**src/uart_pkg.sv**
```systemverilog
// ----------------------------------------
// UART register map and frame constants
// registers are 32-bit words at index*4
// frames are 8N1, 8E1 or 8O1 only
// ----------------------------------------
package uart_pkg;

    localparam int UART_DATA_WIDTH    = 8;
    localparam int UART_DIVIDER_WIDTH = 16;
    localparam int UART_MIN_DIVIDER   = 4;
    localparam int UART_REG_NUM       = 6;

    localparam int UART_CONTROL_REG_POS     = 0;
    localparam int UART_STATUS_REG_POS      = 1;
    localparam int UART_CLK_DIVIDER_REG_POS = 2;
    localparam int UART_TX_DATA_REG_POS     = 3;
    localparam int UART_RX_DATA_REG_POS     = 4;
    localparam int UART_PARAM_REG_POS       = 5;

    typedef struct packed {
        logic parity_odd;
        logic parity_even;  // wins over parity_odd
        logic tx_reset;
        logic rx_reset;
    } uart_control_t;

    typedef struct packed {
        logic parity_err;   // flag of the RX head word
        logic tx_fifo_full;
        logic rx_fifo_full;
        logic tx_fifo_empty;
        logic rx_fifo_empty;
    } uart_status_t;

    typedef struct packed {
        logic                       parity_err;
        logic [UART_DATA_WIDTH-1:0] data;
    } uart_rx_word_t;

    typedef struct packed {
        logic [7:0]  reg_num;
        logic [15:0] fifo_depth;
        logic [7:0]  data_width;
    } uart_param_t;

    // first field is the highest index
    typedef struct packed {
        logic [31:0] param;
        logic [31:0] rx_data;
        logic [31:0] tx_data;
        logic [31:0] clk_divider;
        logic [31:0] status;
        logic [31:0] control;
    } uart_regs_t;

    localparam uart_regs_t UART_REG_INIT = '{
        clk_divider: 32'd16,
        default:     '0
    };

endpackage

```
**src/axil_pkg.sv**
```systemverilog
// ----------------------------------------
// reduced AXI-lite channels
// address and data share one write channel
// no strobes, no prot, no bursts
// ----------------------------------------
package axil_pkg;

    localparam int AXIL_ADDR_WIDTH = 8;
    localparam int AXIL_DATA_WIDTH = 32;

    localparam logic [1:0] AXIL_RESP_OKAY   = 2'd0;
    localparam logic [1:0] AXIL_RESP_SLVERR = 2'd2;

    typedef struct packed {
        logic [AXIL_ADDR_WIDTH-1:0] addr;
        logic [AXIL_DATA_WIDTH-1:0] data;
        logic                       valid;
        logic                       bready;
    } axil_wr_req_t;

    typedef struct packed {
        logic       ready;
        logic       bvalid;
        logic [1:0] bresp;
    } axil_wr_rsp_t;

    typedef struct packed {
        logic [AXIL_ADDR_WIDTH-1:0] addr;
        logic                       arvalid;
        logic                       rready;
    } axil_rd_req_t;

    typedef struct packed {
        logic                       arready;
        logic                       rvalid;
        logic [AXIL_DATA_WIDTH-1:0] rdata;
        logic [1:0]                 rresp;
    } axil_rd_rsp_t;

endpackage

```
**src/stream_fifo.sv**
```systemverilog
// ----------------------------------------
// first-word-fall-through stream FIFO
// DEPTH must be a power of two
// ----------------------------------------
`timescale 1ns/10ps

module stream_fifo #(
    parameter int  DEPTH     = 16,
    parameter type payload_t = logic [7:0]
) (
    input  logic     clk_i,
    input  logic     rst_i,
    input  payload_t s_data_i,
    input  logic     s_valid_i,
    output logic     s_ready_o,
    output payload_t m_data_o,
    output logic     m_valid_o,
    input  logic     m_ready_i
);

    localparam int PTR_W = $clog2(DEPTH);
    localparam int CNT_W = PTR_W + 1;

    payload_t         mem [DEPTH];
    logic [PTR_W-1:0] wr_ptr_q;
    logic [PTR_W-1:0] rd_ptr_q;
    logic [CNT_W-1:0] count_q;
    logic             push;
    logic             pop;

    assign s_ready_o = count_q != CNT_W'(DEPTH);
    assign m_valid_o = count_q != '0;
    assign push      = s_valid_i && s_ready_o;
    assign pop       = m_ready_i && m_valid_o;
    assign m_data_o  = mem[rd_ptr_q];

    always_ff @(posedge clk_i) begin
        if (push)
            mem[wr_ptr_q] <= s_data_i;
    end

    always_ff @(posedge clk_i) begin
        if (rst_i) begin
            wr_ptr_q <= '0;
            rd_ptr_q <= '0;
            count_q  <= '0;
        end else begin
            if (push)
                wr_ptr_q <= wr_ptr_q + 1'b1;  // wraps at DEPTH
            if (pop)
                rd_ptr_q <= rd_ptr_q + 1'b1;
            count_q <= count_q + CNT_W'(push) - CNT_W'(pop);
        end
    end

    // count never passes DEPTH and agrees with the pointers
    a_count_range : assert property (@(posedge clk_i) disable iff (rst_i)
        count_q <= CNT_W'(DEPTH));
    a_count_ptrs : assert property (@(posedge clk_i) disable iff (rst_i)
        PTR_W'(wr_ptr_q - rd_ptr_q) == count_q[PTR_W-1:0]);

endmodule

```
**src/uart_tx.sv**
```systemverilog
// ----------------------------------------
// UART serializer, one stop bit
// divider is read live, keep it >= 4
// ----------------------------------------
`timescale 1ns/10ps

module uart_tx
    import uart_pkg::*;
(
    input  logic                          clk_i,
    input  logic                          rst_i,
    input  logic [UART_DIVIDER_WIDTH-1:0] clk_divider_i,
    input  uart_control_t                 control_i,
    input  logic [UART_DATA_WIDTH-1:0]    s_data_i,
    input  logic                          s_valid_i,
    output logic                          s_ready_o,
    output logic                          uart_tx_o
);

    localparam int FRAME_W = UART_DATA_WIDTH + 3;  // start, data, parity, stop
    localparam int BIT_W   = $clog2(FRAME_W);

    logic [FRAME_W-1:0]            shift_q;
    logic [UART_DIVIDER_WIDTH-1:0] cnt_q;
    logic [BIT_W-1:0]              bits_left_q;
    logic                          busy_q;
    logic                          par_en;
    logic                          par_bit;
    logic                          load;

    assign par_en    = control_i.parity_even | control_i.parity_odd;
    assign par_bit   = control_i.parity_even ? ^s_data_i : ~^s_data_i;
    assign s_ready_o = !busy_q;
    assign load      = s_valid_i && !busy_q;

    always_ff @(posedge clk_i) begin
        if (rst_i) begin
            busy_q  <= 1'b0;
            shift_q <= '1;                 // line idles high
        end else if (load) begin
            busy_q      <= 1'b1;
            shift_q     <= {1'b1, par_en ? par_bit : 1'b1, s_data_i, 1'b0};
            cnt_q       <= clk_divider_i - 1'b1;
            bits_left_q <= par_en ? BIT_W'(FRAME_W - 1) : BIT_W'(FRAME_W - 2);
        end else if (busy_q) begin
            if (cnt_q == '0) begin
                shift_q     <= {1'b1, shift_q[FRAME_W-1:1]};
                cnt_q       <= clk_divider_i - 1'b1;
                bits_left_q <= bits_left_q - 1'b1;
                busy_q      <= bits_left_q != '0;  // stop bit done
            end else begin
                cnt_q <= cnt_q - 1'b1;
            end
        end
    end

    assign uart_tx_o = shift_q[0];

    a_tx_min_div : assert property (@(posedge clk_i) disable iff (rst_i)
        busy_q |-> clk_divider_i >= UART_DIVIDER_WIDTH'(UART_MIN_DIVIDER));

endmodule

```
**src/uart_rx.sv**
```systemverilog
// ----------------------------------------
// UART deserializer with mid-bit sampling
// no back-pressure, one word per frame
// a low stop bit drops the frame
// ----------------------------------------
`timescale 1ns/10ps

module uart_rx
    import uart_pkg::*;
(
    input  logic                          clk_i,
    input  logic                          rst_i,
    input  logic [UART_DIVIDER_WIDTH-1:0] clk_divider_i,
    input  uart_control_t                 control_i,
    input  logic                          uart_rx_i,
    output uart_rx_word_t                 m_word_o,
    output logic                          m_valid_o
);

    localparam int FRAME_W = UART_DATA_WIDTH + 3;
    localparam int BIT_W   = $clog2(FRAME_W);

    logic                          rx_meta_q;
    logic                          rx_q;
    logic                          busy_q;
    logic [UART_DIVIDER_WIDTH-1:0] cnt_q;
    logic [BIT_W-1:0]              bit_idx_q;
    logic [BIT_W-1:0]              last_idx_q;
    logic                          par_en_q;
    logic                          par_even_q;
    logic [UART_DATA_WIDTH-1:0]    data_q;
    logic                          par_q;
    logic                          m_valid_q;
    uart_rx_word_t                 word_q;
    logic                          sample;
    logic                          exp_par;

    always_ff @(posedge clk_i) begin
        if (rst_i) begin
            rx_meta_q <= 1'b1;
            rx_q      <= 1'b1;
        end else begin
            rx_meta_q <= uart_rx_i;
            rx_q      <= rx_meta_q;
        end
    end

    assign sample  = busy_q && cnt_q == '0;
    assign exp_par = par_even_q ? ^data_q : ~^data_q;

    always_ff @(posedge clk_i) begin
        if (rst_i) begin
            busy_q    <= 1'b0;
            m_valid_q <= 1'b0;
        end else begin
            m_valid_q <= 1'b0;
            if (!busy_q) begin
                if (!rx_q) begin           // start edge
                    busy_q     <= 1'b1;
                    cnt_q      <= (clk_divider_i >> 1) - 1'b1;
                    bit_idx_q  <= '0;
                    par_en_q   <= control_i.parity_even | control_i.parity_odd;
                    par_even_q <= control_i.parity_even;
                    last_idx_q <= (control_i.parity_even | control_i.parity_odd) ?
                                  BIT_W'(FRAME_W - 1) : BIT_W'(FRAME_W - 2);
                end
            end else if (!sample) begin
                cnt_q <= cnt_q - 1'b1;
            end else begin
                cnt_q     <= clk_divider_i - 1'b1;
                bit_idx_q <= bit_idx_q + 1'b1;
                if (bit_idx_q == '0) begin
                    busy_q <= !rx_q;       // glitch, not a start bit
                end else if (bit_idx_q == last_idx_q) begin
                    busy_q    <= 1'b0;
                    m_valid_q <= rx_q;
                end
            end
        end
    end

    always_ff @(posedge clk_i) begin
        if (sample && bit_idx_q != '0) begin
            if (bit_idx_q == last_idx_q) begin
                word_q.data       <= data_q;
                word_q.parity_err <= par_en_q && (par_q != exp_par);
            end else if (int'(bit_idx_q) <= UART_DATA_WIDTH) begin
                data_q <= {rx_q, data_q[UART_DATA_WIDTH-1:1]};  // lsb first
            end else begin
                par_q <= rx_q;
            end
        end
    end

    assign m_word_o  = word_q;
    assign m_valid_o = m_valid_q;

    a_rx_min_div : assert property (@(posedge clk_i) disable iff (rst_i)
        busy_q |-> clk_divider_i >= UART_DIVIDER_WIDTH'(UART_MIN_DIVIDER));

endmodule

```
**src/uart_axil_regs.sv**
```systemverilog
// ----------------------------------------
// AXI-lite register slave for the UART
// one outstanding write and one read
// low address bits are ignored
// ----------------------------------------
`timescale 1ns/10ps

module uart_axil_regs
    import uart_pkg::*;
    import axil_pkg::*;
#(
    parameter int FIFO_DEPTH = 16
) (
    input  logic                          clk_i,
    input  logic                          rst_i,
    input  axil_wr_req_t                  wr_req_i,
    output axil_wr_rsp_t                  wr_rsp_o,
    input  axil_rd_req_t                  rd_req_i,
    output axil_rd_rsp_t                  rd_rsp_o,
    input  uart_status_t                  status_i,
    input  uart_rx_word_t                 rx_word_i,
    output uart_control_t                 control_o,
    output logic [UART_DIVIDER_WIDTH-1:0] clk_divider_o,
    output logic [UART_DATA_WIDTH-1:0]    tx_data_o,
    output logic                          tx_valid_o,
    output logic                          rx_pop_o
);

    localparam int IDX_W = AXIL_ADDR_WIDTH - 2;

    uart_regs_t                                   regs_q;
    uart_regs_t                                   rd_regs;
    uart_param_t                                  param;
    logic [UART_REG_NUM-1:0][AXIL_DATA_WIDTH-1:0] rd_words;
    logic [IDX_W-1:0]                             wr_idx;
    logic [IDX_W-1:0]                             rd_idx;
    logic                                         wr_fire;
    logic                                         wr_ok;
    logic                                         rd_fire;
    logic                                         rd_err;
    logic                                         bvalid_q;
    logic [1:0]                                   bresp_q;
    logic                                         rvalid_q;
    logic [AXIL_DATA_WIDTH-1:0]                   rdata_q;
    logic [1:0]                                   rresp_q;

    assign wr_idx  = wr_req_i.addr[AXIL_ADDR_WIDTH-1:2];
    assign wr_fire = wr_req_i.valid && !bvalid_q;
    assign wr_ok   = int'(wr_idx) == UART_CONTROL_REG_POS ||
                     int'(wr_idx) == UART_CLK_DIVIDER_REG_POS ||
                     int'(wr_idx) == UART_TX_DATA_REG_POS;

    assign rd_idx  = rd_req_i.addr[AXIL_ADDR_WIDTH-1:2];
    assign rd_fire = rd_req_i.arvalid && !rvalid_q;
    assign rd_err  = int'(rd_idx) >= UART_REG_NUM || int'(rd_idx) == UART_TX_DATA_REG_POS;

    assign param = '{reg_num:    8'(UART_REG_NUM),
                     fifo_depth: 16'(FIFO_DEPTH),
                     data_width: 8'(UART_DATA_WIDTH)};

    always_comb begin
        rd_regs         = regs_q;
        rd_regs.status  = 32'(status_i);
        rd_regs.tx_data = '0;           // write-only
        rd_regs.rx_data = status_i.rx_fifo_empty ? '0 : 32'(rx_word_i);
        rd_regs.param   = 32'(param);
    end

    assign rd_words = rd_regs;

    always_ff @(posedge clk_i) begin
        if (rst_i) begin
            regs_q   <= UART_REG_INIT;
            bvalid_q <= 1'b0;
        end else if (wr_fire) begin
            bvalid_q <= 1'b1;
            if (int'(wr_idx) == UART_CONTROL_REG_POS)
                regs_q.control <= 32'(wr_req_i.data[$bits(uart_control_t)-1:0]);
            if (int'(wr_idx) == UART_CLK_DIVIDER_REG_POS)
                regs_q.clk_divider <= 32'(wr_req_i.data[UART_DIVIDER_WIDTH-1:0]);
        end else if (wr_req_i.bready) begin
            bvalid_q <= 1'b0;
        end
    end

    always_ff @(posedge clk_i) begin
        if (rst_i)
            rvalid_q <= 1'b0;
        else if (rd_fire)
            rvalid_q <= 1'b1;
        else if (rd_req_i.rready)
            rvalid_q <= 1'b0;
    end

    always_ff @(posedge clk_i) begin
        if (wr_fire)
            bresp_q <= wr_ok ? AXIL_RESP_OKAY : AXIL_RESP_SLVERR;
        if (rd_fire) begin
            rdata_q <= (int'(rd_idx) < UART_REG_NUM) ? rd_words[rd_idx] : '0;
            rresp_q <= rd_err ? AXIL_RESP_SLVERR : AXIL_RESP_OKAY;
        end
    end

    assign wr_rsp_o = '{ready: !bvalid_q, bvalid: bvalid_q, bresp: bresp_q};
    assign rd_rsp_o = '{arready: !rvalid_q, rvalid: rvalid_q, rdata: rdata_q, rresp: rresp_q};

    assign control_o     = uart_control_t'(regs_q.control[$bits(uart_control_t)-1:0]);
    assign clk_divider_o = regs_q.clk_divider[UART_DIVIDER_WIDTH-1:0];
    assign tx_data_o     = wr_req_i.data[UART_DATA_WIDTH-1:0];
    assign tx_valid_o    = wr_fire && int'(wr_idx) == UART_TX_DATA_REG_POS;
    assign rx_pop_o      = rd_fire && int'(rd_idx) == UART_RX_DATA_REG_POS &&
                           !status_i.rx_fifo_empty;

    // a pending response holds still until the master takes it
    a_b_hold : assert property (@(posedge clk_i) disable iff (rst_i)
        bvalid_q && !wr_req_i.bready |=> bvalid_q && $stable(bresp_q));
    a_r_hold : assert property (@(posedge clk_i) disable iff (rst_i)
        rvalid_q && !rd_req_i.rready |=> rvalid_q && $stable(rdata_q));

endmodule

```
**src/axil_uart.sv**
```systemverilog
// ----------------------------------------
// AXI-lite UART, single clock domain
// soft resets hold a path while set
// ----------------------------------------
`timescale 1ns/10ps

module axil_uart
    import uart_pkg::*;
    import axil_pkg::*;
#(
    parameter int FIFO_DEPTH = 16
) (
    input  logic         clk_i,
    input  logic         rst_i,
    input  axil_wr_req_t wr_req_i,
    output axil_wr_rsp_t wr_rsp_o,
    input  axil_rd_req_t rd_req_i,
    output axil_rd_rsp_t rd_rsp_o,
    input  logic         uart_rx_i,
    output logic         uart_tx_o
);

    uart_control_t                 control;
    uart_status_t                  status;
    logic [UART_DIVIDER_WIDTH-1:0] clk_divider;
    logic                          tx_rst;
    logic                          rx_rst;

    logic [UART_DATA_WIDTH-1:0]    tx_push_data;
    logic                          tx_push_valid;
    logic                          tx_push_ready;
    logic [UART_DATA_WIDTH-1:0]    tx_head;
    logic                          tx_head_valid;
    logic                          tx_head_ready;

    uart_rx_word_t                 rx_word;
    logic                          rx_word_valid;
    logic                          rx_push_ready;
    uart_rx_word_t                 rx_head;
    logic                          rx_head_valid;
    logic                          rx_pop;

    assign tx_rst = rst_i | control.tx_reset;
    assign rx_rst = rst_i | control.rx_reset;

    assign status = '{parity_err:    rx_head_valid & rx_head.parity_err,
                      tx_fifo_full:  !tx_push_ready,
                      rx_fifo_full:  !rx_push_ready,
                      tx_fifo_empty: !tx_head_valid,
                      rx_fifo_empty: !rx_head_valid};

    uart_axil_regs #(
        .FIFO_DEPTH(FIFO_DEPTH)
    ) i_uart_axil_regs (
        .clk_i        (clk_i),
        .rst_i        (rst_i),
        .wr_req_i     (wr_req_i),
        .wr_rsp_o     (wr_rsp_o),
        .rd_req_i     (rd_req_i),
        .rd_rsp_o     (rd_rsp_o),
        .status_i     (status),
        .rx_word_i    (rx_head),
        .control_o    (control),
        .clk_divider_o(clk_divider),
        .tx_data_o    (tx_push_data),
        .tx_valid_o   (tx_push_valid),
        .rx_pop_o     (rx_pop)
    );

    stream_fifo #(
        .DEPTH    (FIFO_DEPTH),
        .payload_t(logic [UART_DATA_WIDTH-1:0])
    ) i_fifo_tx (
        .clk_i    (clk_i),
        .rst_i    (tx_rst),
        .s_data_i (tx_push_data),
        .s_valid_i(tx_push_valid),     // dropped when full
        .s_ready_o(tx_push_ready),
        .m_data_o (tx_head),
        .m_valid_o(tx_head_valid),
        .m_ready_i(tx_head_ready)
    );

    uart_tx i_uart_tx (
        .clk_i        (clk_i),
        .rst_i        (tx_rst),
        .clk_divider_i(clk_divider),
        .control_i    (control),
        .s_data_i     (tx_head),
        .s_valid_i    (tx_head_valid),
        .s_ready_o    (tx_head_ready),
        .uart_tx_o    (uart_tx_o)
    );

    uart_rx i_uart_rx (
        .clk_i        (clk_i),
        .rst_i        (rx_rst),
        .clk_divider_i(clk_divider),
        .control_i    (control),
        .uart_rx_i    (uart_rx_i),
        .m_word_o     (rx_word),
        .m_valid_o    (rx_word_valid)
    );

    stream_fifo #(
        .DEPTH    (FIFO_DEPTH),
        .payload_t(uart_rx_word_t)
    ) i_fifo_rx (
        .clk_i    (clk_i),
        .rst_i    (rx_rst),
        .s_data_i (rx_word),
        .s_valid_i(rx_word_valid),     // lost when full
        .s_ready_o(rx_push_ready),
        .m_data_o (rx_head),
        .m_valid_o(rx_head_valid),
        .m_ready_i(rx_pop)
    );

endmodule

```
**config.mk**
```make
export PLATFORM = sky130hd
export DESIGN_NAME = axil_uart
export DESIGN_NICKNAME = d
export VERILOG_FILES = /design/src/uart_pkg.sv /design/src/axil_pkg.sv /design/src/stream_fifo.sv /design/src/uart_tx.sv /design/src/uart_rx.sv /design/src/uart_axil_regs.sv /design/src/axil_uart.sv
export SDC_FILE = /design/constraint.sdc
export NUM_CORES = 1
export LEC_CHECK = 0
export BUFFER_PORTS_ARGS = -buffer_cell sky130_fd_sc_hd__clkbuf_2
export CORE_AREA = 2 2 233 235
export CTS_CLUSTER_SIZE = 24
export DETAILED_ROUTE_END_ITERATION = 6
export DIE_AREA = 0 0 235 237
export GPL_ROUTABILITY_DRIVEN = 0
export SETUP_SLACK_MARGIN = 0.1
export SKIP_LAST_GASP = 1
export SLEW_MARGIN = 15
export SYNTH_ARGS = -nofsm -noshare
export SYNTH_HDL_FRONTEND = slang
export SYNTH_SLANG_ARGS = --single-unit
```
**constraint.sdc**
```tcl
create_clock -name clk_i -period 5.3 [get_ports clk_i]
set_clock_uncertainty 0.15 [all_clocks]
set_input_delay 0.265 -clock clk_i [delete_from_list [all_inputs] [get_ports clk_i]]
set_output_delay 0.265 -clock clk_i [all_outputs]
set_load 0.02 [all_outputs]
```
Word level (Yosys, flattened, before mapping)
Memories as Yosys holds them, arrays and structs flattened. A register that Yosys moved wholly into a read port is not among the register bits.
Index checks and enable logic that the tools add are counted.
{"block": "classes", "reduce_logical": 51, "add_sub_neg": 14, "eq_ne": 10, "magnitude_cmp": 4, "bitwise": 11, "n_mux": 44}
{"op": "binary-select mux 32 bit (select 3 bit)", "count": 1}
{"op": "two-way mux 16 bit", "count": 6}
{"op": "subtractor 16 x 1 -> 16 bit (second input constant)", "count": 3}
{"op": "two-way mux 4 bit", "count": 10}
{"op": "logical NOT 16 bit", "count": 2}
{"op": "two-way mux 32 bit", "count": 1}
{"op": "two-way mux 10 bit", "count": 3}
{"op": "adder 4 x 1 -> 4 bit (second input constant)", "count": 5}
{"op": "two-way mux 1 bit", "count": 19}
{"op": "equality test 6 x 3 -> 1 bit (second input constant)", "count": 3}
{"op": "XNOR reduction 8 bit", "count": 2}
{"op": "parity 8 bit", "count": 2}
{"op": "subtractor 15 x 1 -> 16 bit (second input constant)", "count": 1}
{"op": "AND reduction 3 bit", "count": 5}
{"op": "logical AND 1 bit", "count": 12}
{"op": "AND reduction 2 bit", "count": 6}
{"op": "adder 5 x 1 -> 5 bit", "count": 2}
{"op": "inequality test 5 bit (second input constant)", "count": 2}
{"op": "nonzero test 5 bit", "count": 2}
{"op": "subtractor 5 x 1 -> 5 bit", "count": 2}
{"op": "two-way mux 9 bit", "count": 1}
{"op": "logical NOT 1 bit", "count": 8}
{"op": "nonzero test 2 bit", "count": 4}
{"op": "nonzero test 4 bit", "count": 2}
{"op": "other kinds (17)", "count": 30}
{"block": "word_totals", "mem_bits_rw": 272, "ff_bits": 163, "inputBits": 55, "out_inout_bits": 41, "memories": 2, "wordCells": 166}
{"memory": "i_fifo_rx.mem", "words": 16, "width": 9, "rd": 1, "rd_ports_with_merged_regs": 1, "wr": 1, "line_no": "stream_fifo.sv:24", "text": "payload_t mem [DEPTH];"}
{"memory": "i_fifo_tx.mem", "words": 16, "width": 8, "rd": 1, "rd_ports_with_merged_regs": 1, "wr": 1, "line_no": "stream_fifo.sv:24"}

Depth between registers and ports, before layout
Gate-level depths: netlist of the first run.
{"block": "depth", "depth_word": 7, "ltp_mapped": 18, "ltp_nobuf": 16}

By module
Synthesis of the first run repeated with hierarchy kept, for this count alone.
{"block": "hier_totals", "hier_cells": 1249, "hier_area_um2": 18635.4}
{"mod": "stream_fifo (i_fifo_rx)", "seq_area_each_um2": 4664.5, "n_inst": 1, "area_each_um2": 6428.7, "cells_per_inst": 332}
{"mod": "stream_fifo (i_fifo_tx)", "seq_area_each_um2": 4184.0, "n_inst": 1, "area_each_um2": 5811.8, "cells_per_inst": 308}
{"mod": "uart_rx", "seq_area_each_um2": 1311.3, "n_inst": 1, "area_each_um2": 2418.6, "cells_per_inst": 212}
{"mod": "uart_axil_regs", "seq_area_each_um2": 1011.0, "n_inst": 1, "area_each_um2": 1990.7, "cells_per_inst": 193}
{"mod": "uart_tx", "seq_area_each_um2": 820.8, "n_inst": 1, "area_each_um2": 1951.9, "cells_per_inst": 197}
{"mod": "axil_uart", "seq_area_each_um2": 0.0, "n_inst": 1, "area_each_um2": 33.8, "cells_per_inst": 7}

Least setup slack after synthesis of the first run
OpenSTA, ideal clock, no wires.
{"block": "synth_path", "path_kind": "reg-to-reg", "startpoint": "reg i_fifo_rx.count_q[2]", "endpoint": "reg i_fifo_rx.count_q[4]", "arrival_time_ns": 3.091, "stages_incl_launch_ff": 18, "t_required_ns": 5.026, "path_slack_ns": 1.935, "synth_period_minus_slack_ns": 3.365, "setup_ns": 0.124, "n_path_buf": 1, "cell_sequence": "dfxtp_1 -> inv_1 -> ha_1 -> or4b_1 -> nor3b_1 -> and3_1 -> clkbuf_1 -> ha_1 -> inv_1 -> ha_1 -> inv_1 -> fa_1 -> inv_1 -> a21oi_1 -> nor2_1 -> nor2_1 -> xnor2_1 -> nor2_1"}
{"block": "synth_via", "elab_chain_cells": 4, "elab_cells_between_ends": 7, "classes_between": "add/sub: 2; eq/ne: 1; reduce/logical: 4"}
{"item": "start: declaration", "line_no": "stream_fifo.sv:27", "text": "logic [CNT_W-1:0] count_q;"}
{"item": "start signal: assignment", "line_no": "stream_fifo.sv:52", "text": "count_q <= count_q + CNT_W'(push) - CNT_W'(pop);"}
{"item": "nonzero test 5 bit *", "line_no": "stream_fifo.sv:32", "text": "assign m_valid_o = count_q != '0;"}
{"item": "logical AND 1 bit", "line_no": "uart_axil_regs.sv:111", "text": "assign rx_pop_o = rd_fire && int'(rd_idx) == UART_RX_DATA_REG_POS &&"}
{"item": "logical AND 1 bit *", "line_no": "stream_fifo.sv:34", "text": "assign pop = m_ready_i && m_valid_o;"}
{"item": "named net i_fifo_rx.pop", "line_no": "stream_fifo.sv:29", "text": "logic pop;"}
{"item": "subtractor 5 x 1 -> 5 bit *", "line_no": "stream_fifo.sv:52"}
The timed path passes the listed nets; every way through them passes the cells marked *.
A chain may end at the register's enable or synchronous reset.

Worst setup path after layout of the first run
{"block": "layout_path", "startpoint": "reg i_fifo_tx.count_q[3]", "endpoint": "reg i_fifo_tx.count_q[4]"}
{"block": "layout_via", "elab_chain_cells": 4, "elab_cells_between_ends": 6, "classes_between": "add/sub: 2; eq/ne: 1; reduce/logical: 3"}
{"item": "start: declaration", "line_no": "stream_fifo.sv:27"}
{"item": "start signal: assignment", "line_no": "stream_fifo.sv:52"}
{"item": "inequality test 5 bit", "line_no": "stream_fifo.sv:31", "text": "assign s_ready_o = count_q != CNT_W'(DEPTH);"}
{"item": "logical AND 1 bit", "line_no": "stream_fifo.sv:33", "text": "assign push = s_valid_i && s_ready_o;"}
{"item": "adder 5 x 1 -> 5 bit", "line_no": "stream_fifo.sv:52"}
{"item": "subtractor 5 x 1 -> 5 bit *", "line_no": "stream_fifo.sv:52"}
Every way passes the cells marked *; elsewhere a longest branch is shown, timed or not.

==> metrics.cfg, run 1 <==
[run_status]
status = complete, no violations

[cts]
cts_num_sinks = 423
ctsHoldBuffers = 19
clk_pin_slew_ns = 0.07
clockBufferDepth = 3
cts_tree = yes
cts_buffers = 46
clockRootBuffer = clkbuf_16
postCtsSetupBuffers = 0
htreeDepth = 2
cts_resized = 0
clkLatencyLatePin_ns = 0.58

[global_routing]
grt-ovfl-total = 0
antenna_found_initial = 1
grt_pass1_wl_um = 60200
grt_max_degree = 40
globalRouteTotalUtil_pct = 14.0
grt_pass1_vias = 10300

[synth]
syn_area_per_cell_um2 = 15.1
synth_area_um2 = 18400
yosys_register_bits = 423
synthXorXnorAreaFrac_pct = 4.56
yosysWarningCount = 0
yosysSeqAreaShare_pct = 65.3
synthAdderAreaFrac_pct = 2.47
synthFlopType = edfxtp_1
yosys.area_share.simple_pct = 8.23
synth_enable_flop_cells = 352
async_flop_share_pct = 0
synth_top_family_by_area = multiplexers
synthMuxAreaShare_pct = 13.1
postSynthCellCount = 1216
yosys.cell_types.count = 62
synth-compound-area-share_pct = 2.96

[sta]
whs_ns = 0.0263
setup_viol = 0
finalCritPeriodShare_pct = 68.9
fmax_ghz = 0.274
min_period_ns = 3.65
grt_setup_unrepaired = false
tightestPinTransition_ns = 1.06
fin_setup_tns_ns = 0
slew_headroom_pct = 29.0
slew_violations = 0
hold_viol_final = 0

[finish]
n_antenna_cell = 0
area_growth_pct = 14.6
nNetsFinal = 1386
nFillCells = 4876
drive_gt1_share_pct = 17.6
fin_area_um2 = 21000

[floorplan]
die_h_um = 237
start_util_pct = 34.5
core_um2 = 53300
die_area_um2 = 55700
ioPinCount = 96
rows = 85
die_w_um = 235

[worst_setup_path]
cpPeakStageDelay_ns = 0.62
cp_top_family = adder cells
cp_num_buf_inv = 5
rrSetupSlack_ns = 1.65
endpoint_kind = register
worstSetupStartpointType = register
cp.arrival_ns = 3.95
worstPathRequired_ns = 5.60
cp_common_cell = inv_1
crit_type = register to register
worst-path-max-fanout = 20
worstPathCellList = inv_1 > ha_1 > nand3b_1 > nand2b_1 > inv_1 > ha_1 > inv_1 > ha_1 > inv_1 > fa_1 > inv_1 > a21oi_1 > nor2_1 > nor2_1 > xnor2_1 > nor2_1
cp_slowest_cell = inv_1

[detailed_routing]
remaining_drc_errors = 0
wl_um = 38800
drt-wirelength-per-cell_um = 19.1
drt_first_iter_violations = 600
antenna_left = 0
vias = 9972
vias_per_cell = 4.91
dr.pass1.iters = 5

[place]
dpl_cell_area_um2 = 19300
dp_hpwl_um = 26200
port_buffers = 59

[pwr]
vdd_drop_max_mv = 0.291
powerDensity_nw_per_um2 = 387
p_leak_nw = 7.18
finalPower_mw = 8.15

[hold_path]
hold_class = primary input to register

[job]
max_cap_violations = 0

sequential cells by signal, summed over array words and instances, names as in the netlist, 5 cells and up, named ones only:
signal and cells:
i_fifo_tx.count_q 5, i_fifo_tx.mem 128, i_fifo_rx.count_q 5, i_uart_rx.cnt_q 16
i_uart_axil_regs.clk_divider_o 16, i_uart_tx.shift_q 10, i_uart_rx.m_word_o 9, i_fifo_rx.mem 144
i_uart_rx.data_q 8, i_uart_axil_regs.rdata_q 17, i_uart_tx.cnt_q 16
worst register-to-register path: cells and delay by family (launching register included):
kind	cells	cell delay, ns
buffers and inverters	5	0.92
XOR/XNOR	1	0.15
flip-flops	1	0.36
AND/OR/NAND/NOR	5	0.78
adder cells (fa/ha/maj)	4	1.10
AO/OA/AOI/OAI	1	0.07
kinds of logic (layout without fill, tap and decap cells):
| family | Yosys count | after routing |
|---|---|---|
| other | 1 | 16 |
| DFF | 423 | 423 |
| xor gates and xnor gates | 90 | 90 |
| muxes | 134 | 134 |
| AOI/OAI and AO/OA | 88 | 88 |
| buffers and inverters | 123 | 225 |
| adders and majority gates | 35 | 35 |
| and+or+nand+nor | 322 | 322 |
final timing paths:
| check | start | end | cells after the start |
|---|---|---|---|
| min reg2reg | i_uart_rx.rx_meta_q$_SDFF_PN1_ | i_uart_rx.rx_q$_SDFF_PN1_ | 1 |
| max | i_fifo_tx.count_q[3]$_SDFF_PN0_ | i_fifo_tx.count_q[4]$_SDFF_PN0_ | 16 |
| max reg2reg | i_fifo_tx.count_q[3]$_SDFF_PN0_ | i_fifo_tx.count_q[4]$_SDFF_PN0_ | 16 |
| min | rd_req_i[6] | i_uart_axil_regs.rresp_q[1]$_DFFE_PN_ | 3 |
cell type report:
cell class,instances,area [um^2],share of cell area [%]
sequential,423,12000,57.0
multi-input combinational,685,5860,27.9
clock buffer,67,1330,6.34
tap,696,871,4.14
timing repair buffer,95,613,2.91
clock inverter,18,190,0.904
inverter,45,169,0.803
routing by layer:
| layer | share of wire, % | wire [um] | GRT usage, % | vias to the layer above |
|---|---|---|---|---|
| met5 | 0.034 | 13 | 0 | - |
| met4 | 3.0 | 1160 | 4.78 | 2 |
| met3 | 4.1 | 1580 | 2.51 | 78 |
| met2 | 50 | 19500 | 24.2 | 179 |
| met1 | 43 | 16500 | 17.6 | 5031 |
| li1 | - | - | - | 4682 |
where the power goes:
part | switching, mW | total, mW | internal (mW)
combinational | 0.501 | 1.01 | 0.508
sequential | 0.174 | 3.92 | 3.74
clock | 1.32 | 3.22 | 1.90
placed cells by master, fill, tap and decap left out, types with 4 or more instances in the layout:
cell / n
a22oi_1: 9
nor3_1: 27
nand3_1: 14
xnor2_1: 52
dfxtp_1: 68
mux2i_1: 40
o21ai_0: 6
clkbuf_8: 6
o22a_1: 4
o21ai_1: 17
clkinv_1: 4
buf_4: 17
xor2_1: 34
and2_1: 7
mux2_1: 10
a21oi_1: 28
nand2b_1: 9
nor4_1: 4
and3_1: 11
nand2_1: 54
or3_1: 8
nand3b_1: 4
mux4_2: 70
nor2b_1: 7
clkbuf_1: 13
o211ai_1: 7
conb_1: 16
mux4_1: 11
clkbuf_16: 48
nor3_2: 4
dlygate4sd3_1: 19
nand4_1: 11
nor3b_1: 4
inv_1: 44
nor2_1: 143
clkinv_2: 6
ha_1: 33
clkbuf_2: 59
edfxtp_1: 352
synthesized netlist by cell type (8+ instances only):
library cell	n	area (um^2)
o21ai_1	17	85.1
or3_1	8	50.1
edfxtp_1	352	10600
a21oi_1	28	140
clkbuf_1	41	154
mux4_1	11	289
and3_1	11	68.8
mux4_2	70	1580
mux2_1	10	113
inv_1	44	165
nor2_1	143	537
mux2i_1	40	400
xor2_1	34	298
dfxtp_1	71	1420
nor2b_1	8	50.1
nand2_1	54	203
nand3_1	14	70.1
nand2b_1	9	56.3
a22oi_1	9	67.6
buf_4	22	165
xnor2_1	52	455
ha_1	33	413
nor3_1	31	155
nand4_1	11	68.8
metrics by stage:
| stage | setup WS (ns) | std cells | utilization, % |
|---|---|---|---|
| final | 1.65 | 2029 | 39.5 |
| after global placement | 1.37 | 1925 | 36.2 |
| after detailed placement | 1.32 | 1925 | 36.2 |
| after global routing | 1.27 | 2029 | 39.5 |
| after floorplan | 1.93 | 1231 | - |
| after CTS | 1.30 | 2029 | 39.5 |
(Power assumes the default switching activity.)
==> run 2: changes to the inputs <==
==> constraint.sdc (replaced) <==
create_clock -name clk_i -period 3.5 [get_ports clk_i]
set_clock_uncertainty 0.15 [all_clocks]
set_input_delay 0.175 -clock clk_i [delete_from_list [all_inputs] [get_ports clk_i]]
set_output_delay 0.175 -clock clk_i [all_outputs]
set_load 0.02 [all_outputs]
==> run 2 against run 1 <==
Critical endpoint is now i_fifo_rx.count_q[4]$_SDFF_PN0_. Worst hold slack gained 0.022 ns. Sequential share of layout area shrank 1.4 points. Core utilization grew 1.0 points. Clock power grew 53%. Largest cell class unchanged. Critical path type unchanged. Register-to-register slack lost 1.3 ns. Cell count grew 2.9%. Via count grew 1.9%. Combinational power grew 68%. Total power grew 53%. Count of clock-buffer cells in the layout shrank 12. First-iteration DRC count grew 12%. Sequential power grew 48%.
==> metrics.cfg, run 2 (synthesized netlist as in run 1, its figures left out) <==
[pwr]
p_leak_nw = 7.48
power.share.clock_pct = 39.6
p_comb_share_pct = 13.7
p_sw_share_pct = 24.3
p_sw_mw = 3.03
vdd_drop_max_mv = 0.390
powerDensity_nw_per_um2 = 577
power_frac_seq_pct = 46.8
p_int_mw = 9.42

[cts]
htreeDepth = 2
cts_num_sinks = 423
cts_buffers = 45
clkLatencyLatePin_ns = 0.57
clockRootBuffer = clkbuf_16
clockBufferDepth = 3
cts_tree = yes
clk_pin_slew_ns = 0.06

[worst_setup_path]
worstPathRequired_ns = 3.78
cp_common_cell = inv_1
endpoint_kind = register
cpPeakStageDelay_ns = 0.49
cp.arrival_ns = 3.40
cp_slowest_cell = or4b_4
worst-path-max-fanout = 5
cp_top_family = simple AND/OR/NAND/NOR gates
worstSetupStartpointType = register
worstPathCellList = inv_1 > ha_1 > or4b_4 > nor3b_1 > and3_4 > ha_1 > inv_1 > ha_1 > inv_1 > fa_1 > inv_1 > a21oi_1 > nor2_1 > nor2_1 > xnor2_1 > nor2_1
cp_num_buf_inv = 4
crit_type = register to register

[sta]
grt_setup_unrepaired = false
setup_viol = 0
slew_headroom_pct = 41.2
finalCritPeriodShare_pct = 89.0
hold_viol_final = 0
slew_violations = 0
fmax_ghz = 0.321
fin_setup_tns_ns = 0
tightestPinTransition_ns = 0.879
min_period_ns = 3.11

[floorplan]
rows = 85
die_h_um = 237
start_util_pct = 34.5
core_um2 = 53300
ioPinCount = 96
die_w_um = 235
die_area_um2 = 55700

[finish]
area_growth_pct = 17.5
final_cells = 2088
n_antenna_cell = 0
max_flop_register = i_fifo_rx.mem
largest_reg_flops = 144
layout_commonest_cell = edfxtp_1
largestRegisters = i_fifo_rx.mem x144, i_fifo_tx.mem x128, i_uart_axil_regs.rdata_q x17
layout_common_cells = edfxtp_1, nor2_1, mux4_2, dfxtp_1, clkbuf_2
drive_gt1_share_pct = 19.5
nNetsFinal = 1446

[global_routing]
grt_pass1_wl_um = 62100
grt.met3_usage_pct = 2.59
antenna_found_initial = 1
globalRouteTotalUtil_pct = 14.4
grt_pass1_vias = 10500
grt_busiest_layer = met2
met1_usage_pct = 18.2
grtUsageMet2_pct = 24.7
grt-ovfl-total = 0
grt_max_degree = 41

[detailed_routing]
antenna_left = 0
drt_first_iter_violations = 669
vias_per_cell = 4.87
remaining_drc_errors = 0
vias = 10200
drt-wirelength-per-cell_um = 19.1
dr.pass1.iters = 6
wl_um = 39800

[hold_path]
hold_class = primary input to register

[place]
port_buffers = 59
placed_cells = 1965
dp_hpwl_um = 26700

[job]
max_cap_violations = 0

[run_status]
status = complete, no violations

-- run 2: changes by cell type in the layout (fill, tap and decap cells not counted), sizes merged --
cell and delta:
clkinv +7, dlygate4sd3 +21, bufinv +3, inv -3, clkbuf -12, buf +40
clkinvlp +3
-- run 2: worst paths after layout --
kind / start / to / slack [ns] / cells after the start
worst max-delay path: i_fifo_rx.count_q[3]$_SDFF_PN0_ / i_fifo_rx.count_q[4]$_SDFF_PN0_ / 0.39 / 16
worst max register to register: i_fifo_rx.count_q[3]$_SDFF_PN0_ / i_fifo_rx.count_q[4]$_SDFF_PN0_ / 0.39 / 16
worst min-delay path: rd_req_i[8] / i_fifo_rx.rd_ptr_q[0]$_SDFFE_PN0P_ / 0.05 / 5
worst min register to register: i_uart_rx.rx_meta_q$_SDFF_PN1_ / i_uart_rx.rx_q$_SDFF_PN1_ / 0.33 / 1
-- run 2: layout make-up --
cell class              instances  area, um^2
multi-input cells             685        5850
inverters                      45         169
flip-flops and latches        423       12000
fillers                      4826       31700
clock buffers                  55        1210
clock inverters                28         319
well taps                     696         871
repair buffers                156        1150
-- run 2: tightest hold or removal path, cell delays in order --
cell and delay [ns]:
clkbuf_2 0.08, nor3_2 0.07, and3_4 0.18, xnor2_1 0.14, nor2_1 0.08
-- run 2: power groups by stage --
stage	clock network, mW	logic, mW	registers, mW
finish	4.92	1.70	5.82
global route	5.25	1.87	5.84
CTS	5.05	1.73	5.82
detailed placement	0	1.69	5.93
global placement	0	1.66	5.92
floorplan	0	1.32	5.89
-- run 2: per-stage QoR --
step                      worst slack, ns  instance area [um^2]  power [mW]  hold WS (ns)  utilization (%)
final                               0.387                 21600        12.4        0.0479             40.5
after detailed placement            0.270                 19600        7.62         0.214             36.8
after CTS                           0.258                 21600        12.6        0.0615             40.5
after floorplan                     0.135                 18400        7.21         0.124                -
after global placement              0.289                 19600        7.58         0.212             36.8
after global routing                0.157                 21600        13.0        0.0289             40.5
-- run 2: timing repair --
item                                    in CTS  in global routing
hold buffers                                40                  0
hold endpoints to repair                   135                  0
resized for setup                            0                  3
endpoints found under the setup margin       0                  1
setup buffers                                0                  0
-- run 2: metal layers --
| layer | share of wire, % | vias up | wire, um |
|---|---|---|---|
| met5 | 0.040 | - | 16 |
| met4 | 3.0 | 2 | 1190 |
| met3 | 3.6 | 65 | 1430 |
| met2 | 50 | 185 | 19900 |
| met1 | 43 | 5118 | 17200 |
| li1 | - | 4796 | - |
==> run 3: changes to the inputs <==
--- a/config.mk
+++ b/config.mk
@@ -6,12 +6,14 @@
 export NUM_CORES = 1
 export LEC_CHECK = 0
 export BUFFER_PORTS_ARGS = -buffer_cell sky130_fd_sc_hd__clkbuf_2
+export CELL_PAD_IN_SITES_DETAIL_PLACEMENT = 1
+export CELL_PAD_IN_SITES_GLOBAL_PLACEMENT = 1
 export CORE_AREA = 2 2 233 235
 export CTS_CLUSTER_SIZE = 24
 export DETAILED_ROUTE_END_ITERATION = 6
 export DIE_AREA = 0 0 235 237
 export GPL_ROUTABILITY_DRIVEN = 0
-export SETUP_SLACK_MARGIN = 0.1
+export PLACE_DENSITY_LB_ADDON = 0.1
 export SKIP_LAST_GASP = 1
 export SLEW_MARGIN = 15
 export SYNTH_ARGS = -nofsm -noshare
==> run 3 against run 2 <==
Via count increased by 1.2%. Die area is the same. Cell count rose by 0.62%. Register-to-register slack got worse by 0.08 ns. First-iteration DRC count fell by 18%. Wire length up 16%. Critical path depth unchanged. Combinational power increased by 2%. Flip-flop and latch count is the same. Count of clock-buffer cells in the layout is 15 higher. Maximum frequency decreased by 2.4%.
==> metrics.cfg, run 3 (synthesized netlist as in run 1, its figures left out) <==
[run_status]
status = complete, no violations

[cts]
postCtsSetupBuffers = 0
clockRootBuffer = clkbuf_16
cts_num_sinks = 423
clockBufferDepth = 3
htreeDepth = 2
cts_buffers = 48
cts_tree = yes
ctsHoldBuffers = 31
clk_pin_slew_ns = 0.06
cts_resized = 0
clkLatencyLatePin_ns = 0.59

[global_routing]
grt_pass1_wl_um = 70800
grt-ovfl-total = 0
globalRouteTotalUtil_pct = 16.9
antenna_found_initial = 2
grt_pass1_vias = 11100
grt_max_degree = 41

[worst_setup_path]
worstSetupStartpointType = register
reg2reg_from = i_fifo_rx.count_q[2]$_SDFF_PN0_
endpoint_kind = register
worstPathRequired_ns = 3.82
startpoint = i_fifo_rx.count_q[2]$_SDFF_PN0_
crit_type = register to register
cp.arrival_ns = 3.51
worst-path-max-fanout = 5

[hold_path]
hold_class = primary input to register
min_from = rd_req_i[8]

[sta]
slew_violations = 0
min_period_ns = 3.19
slew_headroom_pct = 53.6
hold_viol_final = 0
tightestPinTransition_ns = 0.691
grt_setup_unrepaired = false
fin_setup_tns_ns = 0
finalCritPeriodShare_pct = 91.1
setup_viol = 0
fmax_ghz = 0.314

[place]
dp_hpwl_um = 30800
port_buffers = 59

[detailed_routing]
vias = 10300
vias_per_cell = 4.90
drt_first_iter_violations = 547
remaining_drc_errors = 0
drt-wirelength-per-cell_um = 21.9
antenna_left = 0
wl_um = 46100
dr.pass1.iters = 4

[floorplan]
start_util_pct = 34.5
core_um2 = 53300
die_area_um2 = 55700
rows = 85
ioPinCount = 96
die_h_um = 237
die_w_um = 235

[finish]
layout_common_cells = edfxtp_1, nor2_1, buf_4, mux4_2, dfxtp_1
largest_reg_flops = 144
n_antenna_cell = 0
drive_gt1_share_pct = 20.6
max_flop_register = i_fifo_rx.mem
fin_util_pct = 40.6
nNetsFinal = 1457
area_growth_pct = 17.7
nFillCells = 5383
largestRegisters = i_fifo_rx.mem x144, i_fifo_tx.mem x128, i_uart_axil_regs.rdata_q x17
layout_commonest_cell = edfxtp_1

[pwr]
p_leak_nw = 7.53
vdd_drop_max_mv = 0.368
powerDensity_nw_per_um2 = 579

[job]
max_cap_violations = 0

==> run 3: changes by cell type in the layout (fill, tap and decap cells not counted), sizes merged <==
cell and change:
buf +17, clkbuf +15, dlygate4sd3 -9, bufinv -4, clkinv -3, clkinvlp -3
==> run 3: routing by layer <==
| metal | global-route usage, % | vias up | routed length, um |
|---|---|---|---|
| met5 | 0 | - | 24 |
| met4 | 4.55 | 4 | 873 |
| met3 | 2.56 | 59 | 1460 |
| met2 | 27.6 | 135 | 22000 |
| met1 | 23.6 | 5283 | 21800 |
| li1 | - | 4809 | - |
==> run 3: path summary, 6_finish.rpt <==
check | endpoint | slack [ns] | depth (start not counted)
min reg2reg | i_uart_rx.rx_q$_SDFF_PN1_ | 0.26 | 1
max | i_fifo_rx.count_q[4]$_SDFF_PN0_ | 0.31 | 16
max reg2reg | i_fifo_rx.count_q[4]$_SDFF_PN0_ | 0.31 | 16
min | i_fifo_rx.rd_ptr_q[0]$_SDFFE_PN0P_ | 0.09 | 5
==> run 3: final cells by class <==
type                            count  area, um^2  area share, %
Multi-Input combinational cell    685        5840           27.0
Clock inverter                     18         173          0.799
Sequential cell                   423       12000           55.5
Clock buffer                       70        1380           6.37
Timing Repair Buffer              164        1190           5.49
Tap cell                          696         871           4.03
Inverter                           45         169          0.782
==> run 3: per-stage QoR <==
| step | hold slack [ns] | power (mW) | setup slack (ns) | cells | instance area [um^2] |
|---|---|---|---|---|---|
| final | 0.0897 | 12.5 | 0.311 | 2101 | 21600 |
| after global routing | 0.0976 | 13.1 | 0.0723 | 2101 | 21600 |
| after CTS | 0.0477 | 12.7 | 0.277 | 2101 | 21600 |
| after detailed placement | 0.216 | 7.68 | 0.281 | 1982 | 19800 |
| after global placement | 0.215 | 7.66 | 0.296 | 1982 | 19800 |
| after floorplan | 0.124 | 7.21 | 0.135 | 1231 | 18400 |
==> run 3: critical path, stage by stage (launching register included) <==
cell and delay, ns:
dfxtp_1 0.32, inv_1 0.08, ha_1 0.17, or4b_1 0.46, nor3b_1 0.17, and3_1 0.26, ha_1 0.32, inv_1 0.05
ha_1 0.15, inv_1 0.06, fa_1 0.39, inv_1 0.10, a21oi_1 0.07, nor2_1 0.09, nor2_1 0.06, xnor2_1 0.14
nor2_1 0.05
==> run 3: report_power, final <==
group          leakage, nW  switching, mW  internal (mW)
logic                 3.00          0.915          0.821
clock network        0.763           2.07           2.89
registers             3.77          0.157           5.67
